## src/logic/mipsPkg.sv

```systemverilog
`default_nettype none

package mipsPkg;

	// Datapath widths
	localparam int dataW = 32;
	localparam int regAddrW = 5;

	// Primary opcode field, instr[31:26]
	typedef enum logic [5:0] {
		rType = 6'd0,
		j = 6'd2,
		beq = 6'd4,
		bne = 6'd5,
		addi = 6'd8,
		slti = 6'd10,
		andi = 6'd12,
		ori = 6'd13,
		xori = 6'd14,
		lui = 6'd15,
		lw = 6'd35,
		sw = 6'd43
	} opcodeT;

	// R-type function field, instr[5:0]
	typedef enum logic [5:0] {
		add = 6'd32,
		sub = 6'd34,
		andF = 6'd36,
		orF = 6'd37,
		xorF = 6'd38,
		norF = 6'd39,
		slt = 6'd42
	} functT;

	// Multicycle FSM states
	typedef enum logic [3:0] {
		fetch,
		decode,
		memAdr,
		memRead,
		memWriteback,
		memWrite,
		execute,
		aluWriteback,
		branch,
		itypeExecute,
		itypeWriteback,
		jump
	} stateT;

	// ALU operation codes
	typedef enum logic [3:0] {
		aluAnd = 4'd0,
		aluOr = 4'd1,
		aluAdd = 4'd2,
		aluXor = 4'd3,
		aluNor = 4'd4,
		aluSub = 4'd6,
		aluSlt = 4'd7,
		aluLui = 4'd8
	} aluCtrlT;

	// Coarse ALU request from the FSM to the ALU decoder
	typedef enum logic [1:0] {
		opAdd,
		opSub,
		opFunct,
		opImm
	} aluOpT;

	// ALU B operand select
	localparam logic [1:0] srcBReg = 2'd0;
	localparam logic [1:0] srcBFour = 2'd1;
	localparam logic [1:0] srcBImm = 2'd2;
	localparam logic [1:0] srcBImmShift = 2'd3;

	// Next PC select
	localparam logic [1:0] pcSrcAlu = 2'd0;
	localparam logic [1:0] pcSrcAluOut = 2'd1;
	localparam logic [1:0] pcSrcJump = 2'd2;

	// Destination register select
	localparam logic regDstRt = 1'b0;
	localparam logic regDstRd = 1'b1;

endpackage

`default_nettype wire
```

## src/logic/mipsCore.sv

```systemverilog
`timescale 1ns/1ps
`default_nettype none

module mipsCore (
	input logic cclk,
	input logic rstb,
	output logic [mipsPkg::dataW-1:0] memAddr,
	output logic [mipsPkg::dataW-1:0] memWdata,
	output logic memWe,
	input logic [mipsPkg::dataW-1:0] memRdata
);

	// Control to datapath
	logic memtoReg;
	logic iOrD;
	logic regDst;
	logic [1:0] pcSrc;
	logic aluSrcA;
	logic [1:0] aluSrcB;
	logic irWrite;
	logic pcWrite;
	logic regWrite;
	logic [1:0] branch;
	logic extOp;
	mipsPkg::aluCtrlT aluControl;
	// Instruction fields back to control
	mipsPkg::opcodeT opcode;
	mipsPkg::functT funct;

	controlUnit i_controlUnit (
		.cclk(cclk),
		.rstb(rstb),
		.opcode(opcode),
		.funct(funct),
		.memtoReg(memtoReg),
		.iOrD(iOrD),
		.regDst(regDst),
		.pcSrc(pcSrc),
		.aluSrcA(aluSrcA),
		.aluSrcB(aluSrcB),
		.irWrite(irWrite),
		.memWrite(memWe),
		.pcWrite(pcWrite),
		.regWrite(regWrite),
		.branch(branch),
		.extOp(extOp),
		.aluControl(aluControl)
	);

	datapath i_datapath (
		.cclk(cclk),
		.rstb(rstb),
		.memtoReg(memtoReg),
		.iOrD(iOrD),
		.regDst(regDst),
		.pcSrc(pcSrc),
		.aluSrcA(aluSrcA),
		.aluSrcB(aluSrcB),
		.irWrite(irWrite),
		.pcWrite(pcWrite),
		.regWrite(regWrite),
		.branch(branch),
		.extOp(extOp),
		.aluControl(aluControl),
		.memRdata(memRdata),
		.memAddr(memAddr),
		.memWdata(memWdata),
		.opcode(opcode),
		.funct(funct)
	);

endmodule

`default_nettype wire

```

## src/logic/datapath.sv

```systemverilog
`timescale 1ns/1ps
`default_nettype none

module datapath (
	input logic cclk,
	input logic rstb,
	input logic memtoReg,
	input logic iOrD,
	input logic regDst,
	input logic [1:0] pcSrc,
	input logic aluSrcA,
	input logic [1:0] aluSrcB,
	input logic irWrite,
	input logic pcWrite,
	input logic regWrite,
	input logic [1:0] branch,
	input logic extOp,
	input mipsPkg::aluCtrlT aluControl,
	input logic [mipsPkg::dataW-1:0] memRdata,
	output logic [mipsPkg::dataW-1:0] memAddr,
	output logic [mipsPkg::dataW-1:0] memWdata,
	output mipsPkg::opcodeT opcode,
	output mipsPkg::functT funct
);

	// Architectural and temporary registers
	logic [mipsPkg::dataW-1:0] pc;
	logic [mipsPkg::dataW-1:0] ir;
	logic [mipsPkg::dataW-1:0] mdr;
	logic [mipsPkg::dataW-1:0] regA;
	logic [mipsPkg::dataW-1:0] regB;
	logic [mipsPkg::dataW-1:0] aluOut;

	logic [mipsPkg::dataW-1:0] rd1;
	logic [mipsPkg::dataW-1:0] rd2;
	logic [mipsPkg::dataW-1:0] immExt;
	logic [mipsPkg::dataW-1:0] srcA;
	logic [mipsPkg::dataW-1:0] srcB;
	logic [mipsPkg::dataW-1:0] aluResult;
	logic [mipsPkg::dataW-1:0] pcNext;
	logic [mipsPkg::regAddrW-1:0] wa;
	logic [mipsPkg::dataW-1:0] wd;
	logic zero;
	logic pcEn;

	// Fields back to the FSM
	assign opcode = mipsPkg::opcodeT'(ir[31:26]);
	assign funct = mipsPkg::functT'(ir[5:0]);

	// Unified memory port
	assign memAddr = iOrD ? aluOut : pc;
	assign memWdata = regB;

	// Sign or zero extension of the 16-bit immediate
	assign immExt = extOp ? {{(mipsPkg::dataW-16){ir[15]}}, ir[15:0]}
		: {{(mipsPkg::dataW-16){1'b0}}, ir[15:0]};

	// rd for R-type, rt otherwise
	assign wa = (regDst == mipsPkg::regDstRd) ? ir[15:11] : ir[20:16];
	assign wd = memtoReg ? mdr : aluOut;

	regFile i_regFile (
		.cclk(cclk),
		.ra1(ir[25:21]),
		.ra2(ir[20:16]),
		.wa(wa),
		.we(regWrite),
		.wd(wd),
		.rd1(rd1),
		.rd2(rd2)
	);

	assign srcA = aluSrcA ? regA : pc;

	always_comb begin
		case (aluSrcB)
			mipsPkg::srcBReg: srcB = regB;
			mipsPkg::srcBFour: srcB = 32'd4;
			mipsPkg::srcBImm: srcB = immExt;
			mipsPkg::srcBImmShift: srcB = immExt << 2;
			default: srcB = regB;
		endcase
	end

	alu i_alu (
		.a(srcA),
		.b(srcB),
		.aluControl(aluControl),
		.result(aluResult),
		.zero(zero)
	);

	always_comb begin
		case (pcSrc)
			mipsPkg::pcSrcAlu: pcNext = aluResult;
			mipsPkg::pcSrcAluOut: pcNext = aluOut;
			// pc already holds PC+4 here
			mipsPkg::pcSrcJump: pcNext = {pc[31:28], ir[25:0], 2'b00};
			default: pcNext = aluResult;
		endcase
	end

	// beq on zero, bne on not zero
	assign pcEn = pcWrite || (branch[0] && zero) || (branch[1] && !zero);

	always_ff @(posedge cclk) begin
		if (!rstb) begin
			pc <= '0;
		end else if (pcEn) begin
			pc <= pcNext;
		end
	end

	// IR holds across the instruction
	always_ff @(posedge cclk) begin
		if (irWrite) begin
			ir <= memRdata;
		end
	end

	// Temporaries load every cycle
	always_ff @(posedge cclk) begin
		mdr <= memRdata;
		regA <= rd1;
		regB <= rd2;
		aluOut <= aluResult;
	end

	// Fetch addresses stay word-aligned
	aPcAligned: assert property (@(posedge cclk) disable iff (!rstb) pc[1:0] == 2'b00);

endmodule

`default_nettype wire

```

## src/logic/controlUnit.sv

```systemverilog
`timescale 1ns/1ps
`default_nettype none

module controlUnit (
	input logic cclk,
	input logic rstb,
	input mipsPkg::opcodeT opcode,
	input mipsPkg::functT funct,
	// Mux selects
	output logic memtoReg,
	output logic iOrD,
	output logic regDst,
	output logic [1:0] pcSrc,
	output logic aluSrcA,
	output logic [1:0] aluSrcB,
	// Write enables
	output logic irWrite,
	output logic memWrite,
	output logic pcWrite,
	output logic regWrite,
	// Bit 1 bne, bit 0 beq
	output logic [1:0] branch,
	output logic extOp,
	output mipsPkg::aluCtrlT aluControl
);

	mipsPkg::stateT state;
	mipsPkg::stateT nextState;
	mipsPkg::aluOpT aluOp;

	aluDecoder i_aluDecoder (
		.funct(funct),
		.aluOp(aluOp),
		.opcode(opcode),
		.aluControl(aluControl)
	);

	// Zero extension only for the logical immediates
	assign extOp = !(opcode inside {mipsPkg::andi, mipsPkg::ori, mipsPkg::xori});

	always_ff @(posedge cclk) begin
		if (!rstb) begin
			state <= mipsPkg::fetch;
		end else begin
			state <= nextState;
		end
	end

	// Next state
	always_comb begin
		nextState = mipsPkg::fetch;
		case (state)
			mipsPkg::fetch: nextState = mipsPkg::decode;
			mipsPkg::decode: begin
				case (opcode)
					mipsPkg::lw, mipsPkg::sw: nextState = mipsPkg::memAdr;
					mipsPkg::rType: nextState = mipsPkg::execute;
					mipsPkg::beq, mipsPkg::bne: nextState = mipsPkg::branch;
					mipsPkg::addi, mipsPkg::slti, mipsPkg::andi,
					mipsPkg::ori, mipsPkg::xori, mipsPkg::lui: begin
						nextState = mipsPkg::itypeExecute;
					end
					mipsPkg::j: nextState = mipsPkg::jump;
					// Unknown opcode, skip it
					default: nextState = mipsPkg::fetch;
				endcase
			end
			mipsPkg::memAdr: begin
				if (opcode == mipsPkg::lw) begin
					nextState = mipsPkg::memRead;
				end else begin
					nextState = mipsPkg::memWrite;
				end
			end
			mipsPkg::memRead: nextState = mipsPkg::memWriteback;
			mipsPkg::execute: nextState = mipsPkg::aluWriteback;
			mipsPkg::itypeExecute: nextState = mipsPkg::itypeWriteback;
			// Writebacks, memWrite, branch and jump all end the instruction
			default: nextState = mipsPkg::fetch;
		endcase
	end

	// Outputs from state only, everything inactive unless set
	always_comb begin
		memtoReg = 1'b0;
		iOrD = 1'b0;
		regDst = mipsPkg::regDstRt;
		pcSrc = mipsPkg::pcSrcAlu;
		aluSrcA = 1'b0;
		aluSrcB = mipsPkg::srcBReg;
		irWrite = 1'b0;
		memWrite = 1'b0;
		pcWrite = 1'b0;
		regWrite = 1'b0;
		branch = 2'b00;
		aluOp = mipsPkg::opAdd;
		case (state)
			// IR load and PC+4 in the same cycle
			mipsPkg::fetch: begin
				aluSrcB = mipsPkg::srcBFour;
				irWrite = 1'b1;
				pcWrite = 1'b1;
			end
			// Branch target into aluOut
			mipsPkg::decode: aluSrcB = mipsPkg::srcBImmShift;
			mipsPkg::memAdr: begin
				aluSrcA = 1'b1;
				aluSrcB = mipsPkg::srcBImm;
			end
			mipsPkg::memRead: iOrD = 1'b1;
			mipsPkg::memWriteback: begin
				memtoReg = 1'b1;
				regWrite = 1'b1;
			end
			mipsPkg::memWrite: begin
				iOrD = 1'b1;
				memWrite = 1'b1;
			end
			mipsPkg::execute: begin
				aluSrcA = 1'b1;
				aluOp = mipsPkg::opFunct;
			end
			mipsPkg::aluWriteback: begin
				regDst = mipsPkg::regDstRd;
				regWrite = 1'b1;
			end
			// Compare regA and regB, target from aluOut
			mipsPkg::branch: begin
				aluSrcA = 1'b1;
				pcSrc = mipsPkg::pcSrcAluOut;
				aluOp = mipsPkg::opSub;
				branch = (opcode == mipsPkg::bne) ? 2'b10 : 2'b01;
			end
			mipsPkg::itypeExecute: begin
				aluSrcA = 1'b1;
				aluSrcB = mipsPkg::srcBImm;
				aluOp = mipsPkg::opImm;
			end
			mipsPkg::itypeWriteback: regWrite = 1'b1;
			mipsPkg::jump: begin
				pcSrc = mipsPkg::pcSrcJump;
				pcWrite = 1'b1;
			end
			default: ;
		endcase
	end

	// Store and register write belong to different instructions' final states
	aMemRegExcl: assert property (@(posedge cclk) disable iff (!rstb)
		!(memWrite && regWrite));

	// State register never leaves the encoded set
	aLegalState: assert property (@(posedge cclk) disable iff (!rstb)
		state inside {mipsPkg::fetch, mipsPkg::decode, mipsPkg::memAdr, mipsPkg::memRead,
			mipsPkg::memWriteback, mipsPkg::memWrite, mipsPkg::execute,
			mipsPkg::aluWriteback, mipsPkg::branch, mipsPkg::itypeExecute,
			mipsPkg::itypeWriteback, mipsPkg::jump});

endmodule

`default_nettype wire

```

## src/logic/regFile.sv

```systemverilog
`timescale 1ns/1ps
`default_nettype none

module regFile (
	input logic cclk,
	input logic [mipsPkg::regAddrW-1:0] ra1,
	input logic [mipsPkg::regAddrW-1:0] ra2,
	input logic [mipsPkg::regAddrW-1:0] wa,
	input logic we,
	input logic [mipsPkg::dataW-1:0] wd,
	output logic [mipsPkg::dataW-1:0] rd1,
	output logic [mipsPkg::dataW-1:0] rd2
);

	logic [mipsPkg::dataW-1:0] regs [2**mipsPkg::regAddrW];

	// Single write port, $zero never written
	always_ff @(posedge cclk) begin
		if (we && (wa != '0)) begin
			regs[wa] <= wd;
		end
	end

	// Combinational reads, $zero forced
	assign rd1 = (ra1 == '0) ? '0 : regs[ra1];
	assign rd2 = (ra2 == '0) ? '0 : regs[ra2];

endmodule

`default_nettype wire

```

## src/logic/alu.sv

```systemverilog
`timescale 1ns/1ps
`default_nettype none

module alu (
	input logic [mipsPkg::dataW-1:0] a,
	input logic [mipsPkg::dataW-1:0] b,
	input mipsPkg::aluCtrlT aluControl,
	output logic [mipsPkg::dataW-1:0] result,
	output logic zero
);

	always_comb begin
		case (aluControl)
			mipsPkg::aluAnd: result = a & b;
			mipsPkg::aluOr: result = a | b;
			mipsPkg::aluAdd: result = a + b;
			mipsPkg::aluXor: result = a ^ b;
			mipsPkg::aluNor: result = ~(a | b);
			mipsPkg::aluSub: result = a - b;
			// Signed less-than, result 0 or 1
			mipsPkg::aluSlt: begin
				result = '0;
				result[0] = $signed(a) < $signed(b);
			end
			// Immediate into the upper half
			mipsPkg::aluLui: result = b << 16;
			default: result = '0;
		endcase
	end

	// Branch compare flag
	assign zero = (result == '0);

endmodule

`default_nettype wire

```

## src/logic/aluDecoder.sv

```systemverilog
`timescale 1ns/1ps
`default_nettype none

module aluDecoder (
	input mipsPkg::functT funct,
	input mipsPkg::aluOpT aluOp,
	input mipsPkg::opcodeT opcode,
	output mipsPkg::aluCtrlT aluControl
);

	always_comb begin
		// Address and PC arithmetic by default
		aluControl = mipsPkg::aluAdd;
		case (aluOp)
			mipsPkg::opAdd: aluControl = mipsPkg::aluAdd;
			// Branch compare
			mipsPkg::opSub: aluControl = mipsPkg::aluSub;
			// R-type, operation from funct
			mipsPkg::opFunct: begin
				case (funct)
					mipsPkg::add: aluControl = mipsPkg::aluAdd;
					mipsPkg::sub: aluControl = mipsPkg::aluSub;
					mipsPkg::andF: aluControl = mipsPkg::aluAnd;
					mipsPkg::orF: aluControl = mipsPkg::aluOr;
					mipsPkg::xorF: aluControl = mipsPkg::aluXor;
					mipsPkg::norF: aluControl = mipsPkg::aluNor;
					mipsPkg::slt: aluControl = mipsPkg::aluSlt;
					default: aluControl = mipsPkg::aluAdd;
				endcase
			end
			// I-type, operation from opcode
			mipsPkg::opImm: begin
				case (opcode)
					mipsPkg::slti: aluControl = mipsPkg::aluSlt;
					mipsPkg::andi: aluControl = mipsPkg::aluAnd;
					mipsPkg::ori: aluControl = mipsPkg::aluOr;
					mipsPkg::xori: aluControl = mipsPkg::aluXor;
					mipsPkg::lui: aluControl = mipsPkg::aluLui;
					// addi
					default: aluControl = mipsPkg::aluAdd;
				endcase
			end
			default: aluControl = mipsPkg::aluAdd;
		endcase
	end

endmodule

`default_nettype wire

```

## config.mk

```make
export PLATFORM = sky130hd
export DESIGN_NAME = mipsCore
export DESIGN_NICKNAME = d
export VERILOG_FILES = /design/src/logic/mipsPkg.sv /design/src/logic/mipsCore.sv /design/src/logic/datapath.sv /design/src/logic/controlUnit.sv /design/src/logic/regFile.sv /design/src/logic/alu.sv /design/src/logic/aluDecoder.sv
export SDC_FILE = /design/constraint.sdc
export NUM_CORES = 2
export LEC_CHECK = 0
export BUFFER_PORTS_ARGS = -buffer_cell sky130_fd_sc_hd__buf_2
export CAP_MARGIN = 20
export CORE_MARGIN = 2
export CORE_UTILIZATION = 35
export DETAILED_ROUTE_END_ITERATION = 10
export PLACE_DENSITY = 0.49
export SETUP_SLACK_MARGIN = 0.15
export SLEW_MARGIN = 20
export SYNTH_ARGS = -nofsm -noshare
export SYNTH_HDL_FRONTEND = slang
export SYNTH_HIERARCHICAL = 1
export SYNTH_SLANG_ARGS = --single-unit
```

## constraint.sdc

```tcl
create_clock -name cclk -period 6.1 [get_ports cclk]
set_input_delay 0.915 -clock cclk [delete_from_list [all_inputs] [get_ports cclk]]
set_output_delay 0.915 -clock cclk [all_outputs]
set_load 0.1 [all_outputs]
```

==> results.md <==
- Worst r2r dst: i_datapath/pc[4]
- Via count: around 42000
- Fin util: 41.6%
- Drt pass-1 iters: 6
- Die X: about 420 um
- Most frequent cells in the layout: 1056 x edfxtp_1, 381 x buf_4, 351 x mux2i_1, 316 x mux4_2, 203 x nand2_1
- Overall Power: 29.6 mW
- CTS H-tree depth: 3
- Fin nets: 4646
- Synth Flop Type: edfxtp_1
- I/O pin count: a little under 100
- Dpl cells: 6668
- Syn-to-layout area delta: 17.8%
- Final standard cell area without fillers: between 70000 and 80000 um^2
- Largest net degree at the start of global routing: 120
- Starting density of the core: 35.3%
- Shortest period the worst path allows: approximately 6000 ps
- CP required: between 6000 and 7000 ps
- Fin Setup TNS: 0 ps
- Fraction of layout cells with a size suffix above 1: 32.4%
- Final hold slack: about 260 ps
- Clock-pin slew on the worst setup and hold paths: 60 ps
- Hold EP: i_datapath/mdr[11]
- Placed cell areas: between 60000 and 70000 um^2
- Crit path DAT: 6650 ps
- Remaining Overflow, GRT: 0
- Max Buffers Root-to-Sink: 3
- Vias in the first global route: 41635
- Area of the multi-input gates: 25800 um^2
- Pre-CTS setup slack: -894 ps
- DR DRC count: 0
- Cell depth of the worst hold path: 1
- EDFF count, synth: 1056
- Final non-filler cell total: 6945
- Reg area: roughly 35000 um^2
- Ys async rst share: 0%
- Peak VDD IR: 0.274 mV
- Synthesis warning total: 6
- FF-to-FF setup slack: ~110 ps
- Status: completed
- Hold Path Class: input pin to flip-flop
- TritonCTS clock tree: done
- Critical Path Fanout Max: 12
- Port Buffers: 98
- #FFs+latches synth: 1220
- HPWL after DPL: 154000 um
- Maximum clock frequency: between 0.15 and 0.2 GHz
- Mapped Cells: 4145
- CP Class: flip-flop to flip-flop
- Gpl congestion: around 0.94
- Setup violators final: 0
- DIE AREA: 179000 um^2
- Critical path's slowest cell: or4b_4
- Reg2reg path depth: 29
- Critical path launch point type: flip-flop
- RR Startpoint: i_controlUnit/state[0]
- Core Region: 174000 um^2
- Hold Fails Final Rpt: 0
- Crit path buffers/inverters: 11
- DRT antenna net count: 0
- Drt total wl: 237000 um
- Max stage delay on crit path: 510 ps
- Filler cell count: 15909
- Worst Tran Pin Value: 1200 ps
- CTS Hold Bufs: 0
- Routed vias/inst: between 6 and 7
- Most common cell after layout, fill and taps aside: edfxtp_1
- Total Routing Usage GR: 25.8%
- Final Max Slew Viols: 0
- Max-cap violation count: 0
- Clock Skews: 25.6 ps
- Netlist cell types: approximately 110
- CTS Buf Count: 121
- Leak: 25.4 nW
- Worst slew margin: 19.3%
- First-pass GRT wire length: approximately 330000 um
- Worst hold path startpoint: memRdata[11]
- CTS sink count: ~1200
- Crit path max-delay family: buffers and inverters
- Floorplan row count: roughly 150
- Unrepaired setup endpoints after global routing: true
- Height of the die: 424 um
- Final worst slack: 112 ps
- Initial antenna violation count: 17
- Seq/Total Area, Yosys: 56.8%
- Tcrit/Tclk final: around 98%
- PD cells: 408 nW/um^2
- Root buf cell: clkbuf_16
- DRT iter0 DRCs: 4987
- Syn_area_per_cell: 14.9 um^2
- Crit path top cell by count: buf_4
- Worst Setup End Kind: flip-flop
- Cell area after synthesis: 61600 um^2
- Worst-skew pair later-pin latency: 770 ps
- Routed wire length per instance: 34.2 um
## cells by family (layout without fill, tap and decap cells)
group | Yosys count | after routing | synth area share, %
buffers and inverters | 441 | 881 | 3.55
multiplexers | 873 | 873 | 21.9
AO/OA/AOI/OAI | 855 | 855 | 10.2
flip-flops | 1220 | 1220 | 56.8
other | 1 | 36 | 0.00609
AND/OR/NAND/NOR | 646 | 646 | 5.31
XOR/XNOR | 6 | 6 | 0.0853
adder cells (fa/ha/maj) | 103 | 103 | 2.12
## cell usage after synthesis, drive strengths merged, types with 11 or more instances
library cell	number	area [um^2]
o2111ai	11	96.3
nand2	204	768
edfxtp	1056	31700
nor2b	50	315
o21ai	152	761
o22ai	11	75.1
or2	12	75.1
nor4	15	106
mux4	352	8060
and2	14	88.8
inv	112	420
o221ai	75	663
nor3	47	250
a311oi	34	298
clkbuf	147	557
buf	182	1210
and3	11	68.8
a21o	31	233
nor2	130	495
a31oi	18	113
a22oi	97	728
dfxtp	164	3280
a211oi	75	618
ha	101	1260
nand4	46	288
mux2i	352	3520
mux2	169	1910
a21oi	132	668
nand3	41	205
nand3b	11	82.6
a22o	28	251
o211ai	20	150
o31ai	19	143
a221oi	64	667
nand2b	21	146
o21bai	11	86.3
## report_power, final
group | switching (mW) | internal [mW] | total [mW]
registers | 0.580 | 10.4 | 11.0
logic | 7.03 | 3.91 | 10.9
clock network | 3.32 | 4.35 | 7.67
## layout make-up
cell class                 count  area share [%]
clock inverter                82            1.15
timing repair buffer         539            6.04
antenna                        4          0.0138
multi-input combinational   2515            35.6
tap                         2325            4.01
sequential                  1220            48.2
clock buffer                 148            4.39
inverter                     112           0.596
## routing by layer
layer	wire, um	global-route usage, %	share of wire [%]
met5	13	0	0.0055
met2	115000	43.5	49
met4	9510	9.28	4.0
met3	16900	2.88	7.1
met1	95400	34.4	40
## flip-flops by register name (all words and copies together), names as in the netlist
register and count:
i_datapath/pc 32, i_datapath/i_regFile/regs 1024, i_datapath/mdr 32, i_datapath/regA 32
i_datapath/ir 32, i_controlUnit/state 4, i_datapath/memWdata 32, i_datapath/aluOut 32
## timing repair
item                                    in CTS  in global routing
buffers inserted                            10                 29
cloned                                       0                  4
gates resized for setup                     64                175
endpoints found under the setup margin      32                 32
pin swaps                                   11                 28
## how the worst max path moves through the flow
| stage | startpoint | to | depth (start not counted) |
|---|---|---|---|
| 6_report | i_controlUnit/state[0] | i_datapath/pc[4] | 29 |
| 5_1_grt | i_controlUnit/state[0] | i_datapath/pc[20] | 28 |
| 4_1_cts | i_controlUnit/state[0] | i_datapath/pc[2] | 25 |
| 3_5_place_dp | i_controlUnit/state[0] | i_datapath/pc[4] | 25 |
| 3_3_place_gp | i_controlUnit/state[0] | i_datapath/pc[4] | 25 |
| 2_1_floorplan | i_controlUnit/state[0] | i_datapath/pc[10] | 27 |
## worst register-to-register path: cells and delay by family (launching register included)
kind                       cells  cell delay, ps
and+or+nand+nor                7            1430
DFF                            1             320
adders and majority gates      1             230
AOI/OAI and AO/OA              8            1540
muxes                          2             730
buffers and inverters         11            1640
Note: power is estimated with default switching activity, not from simulation.
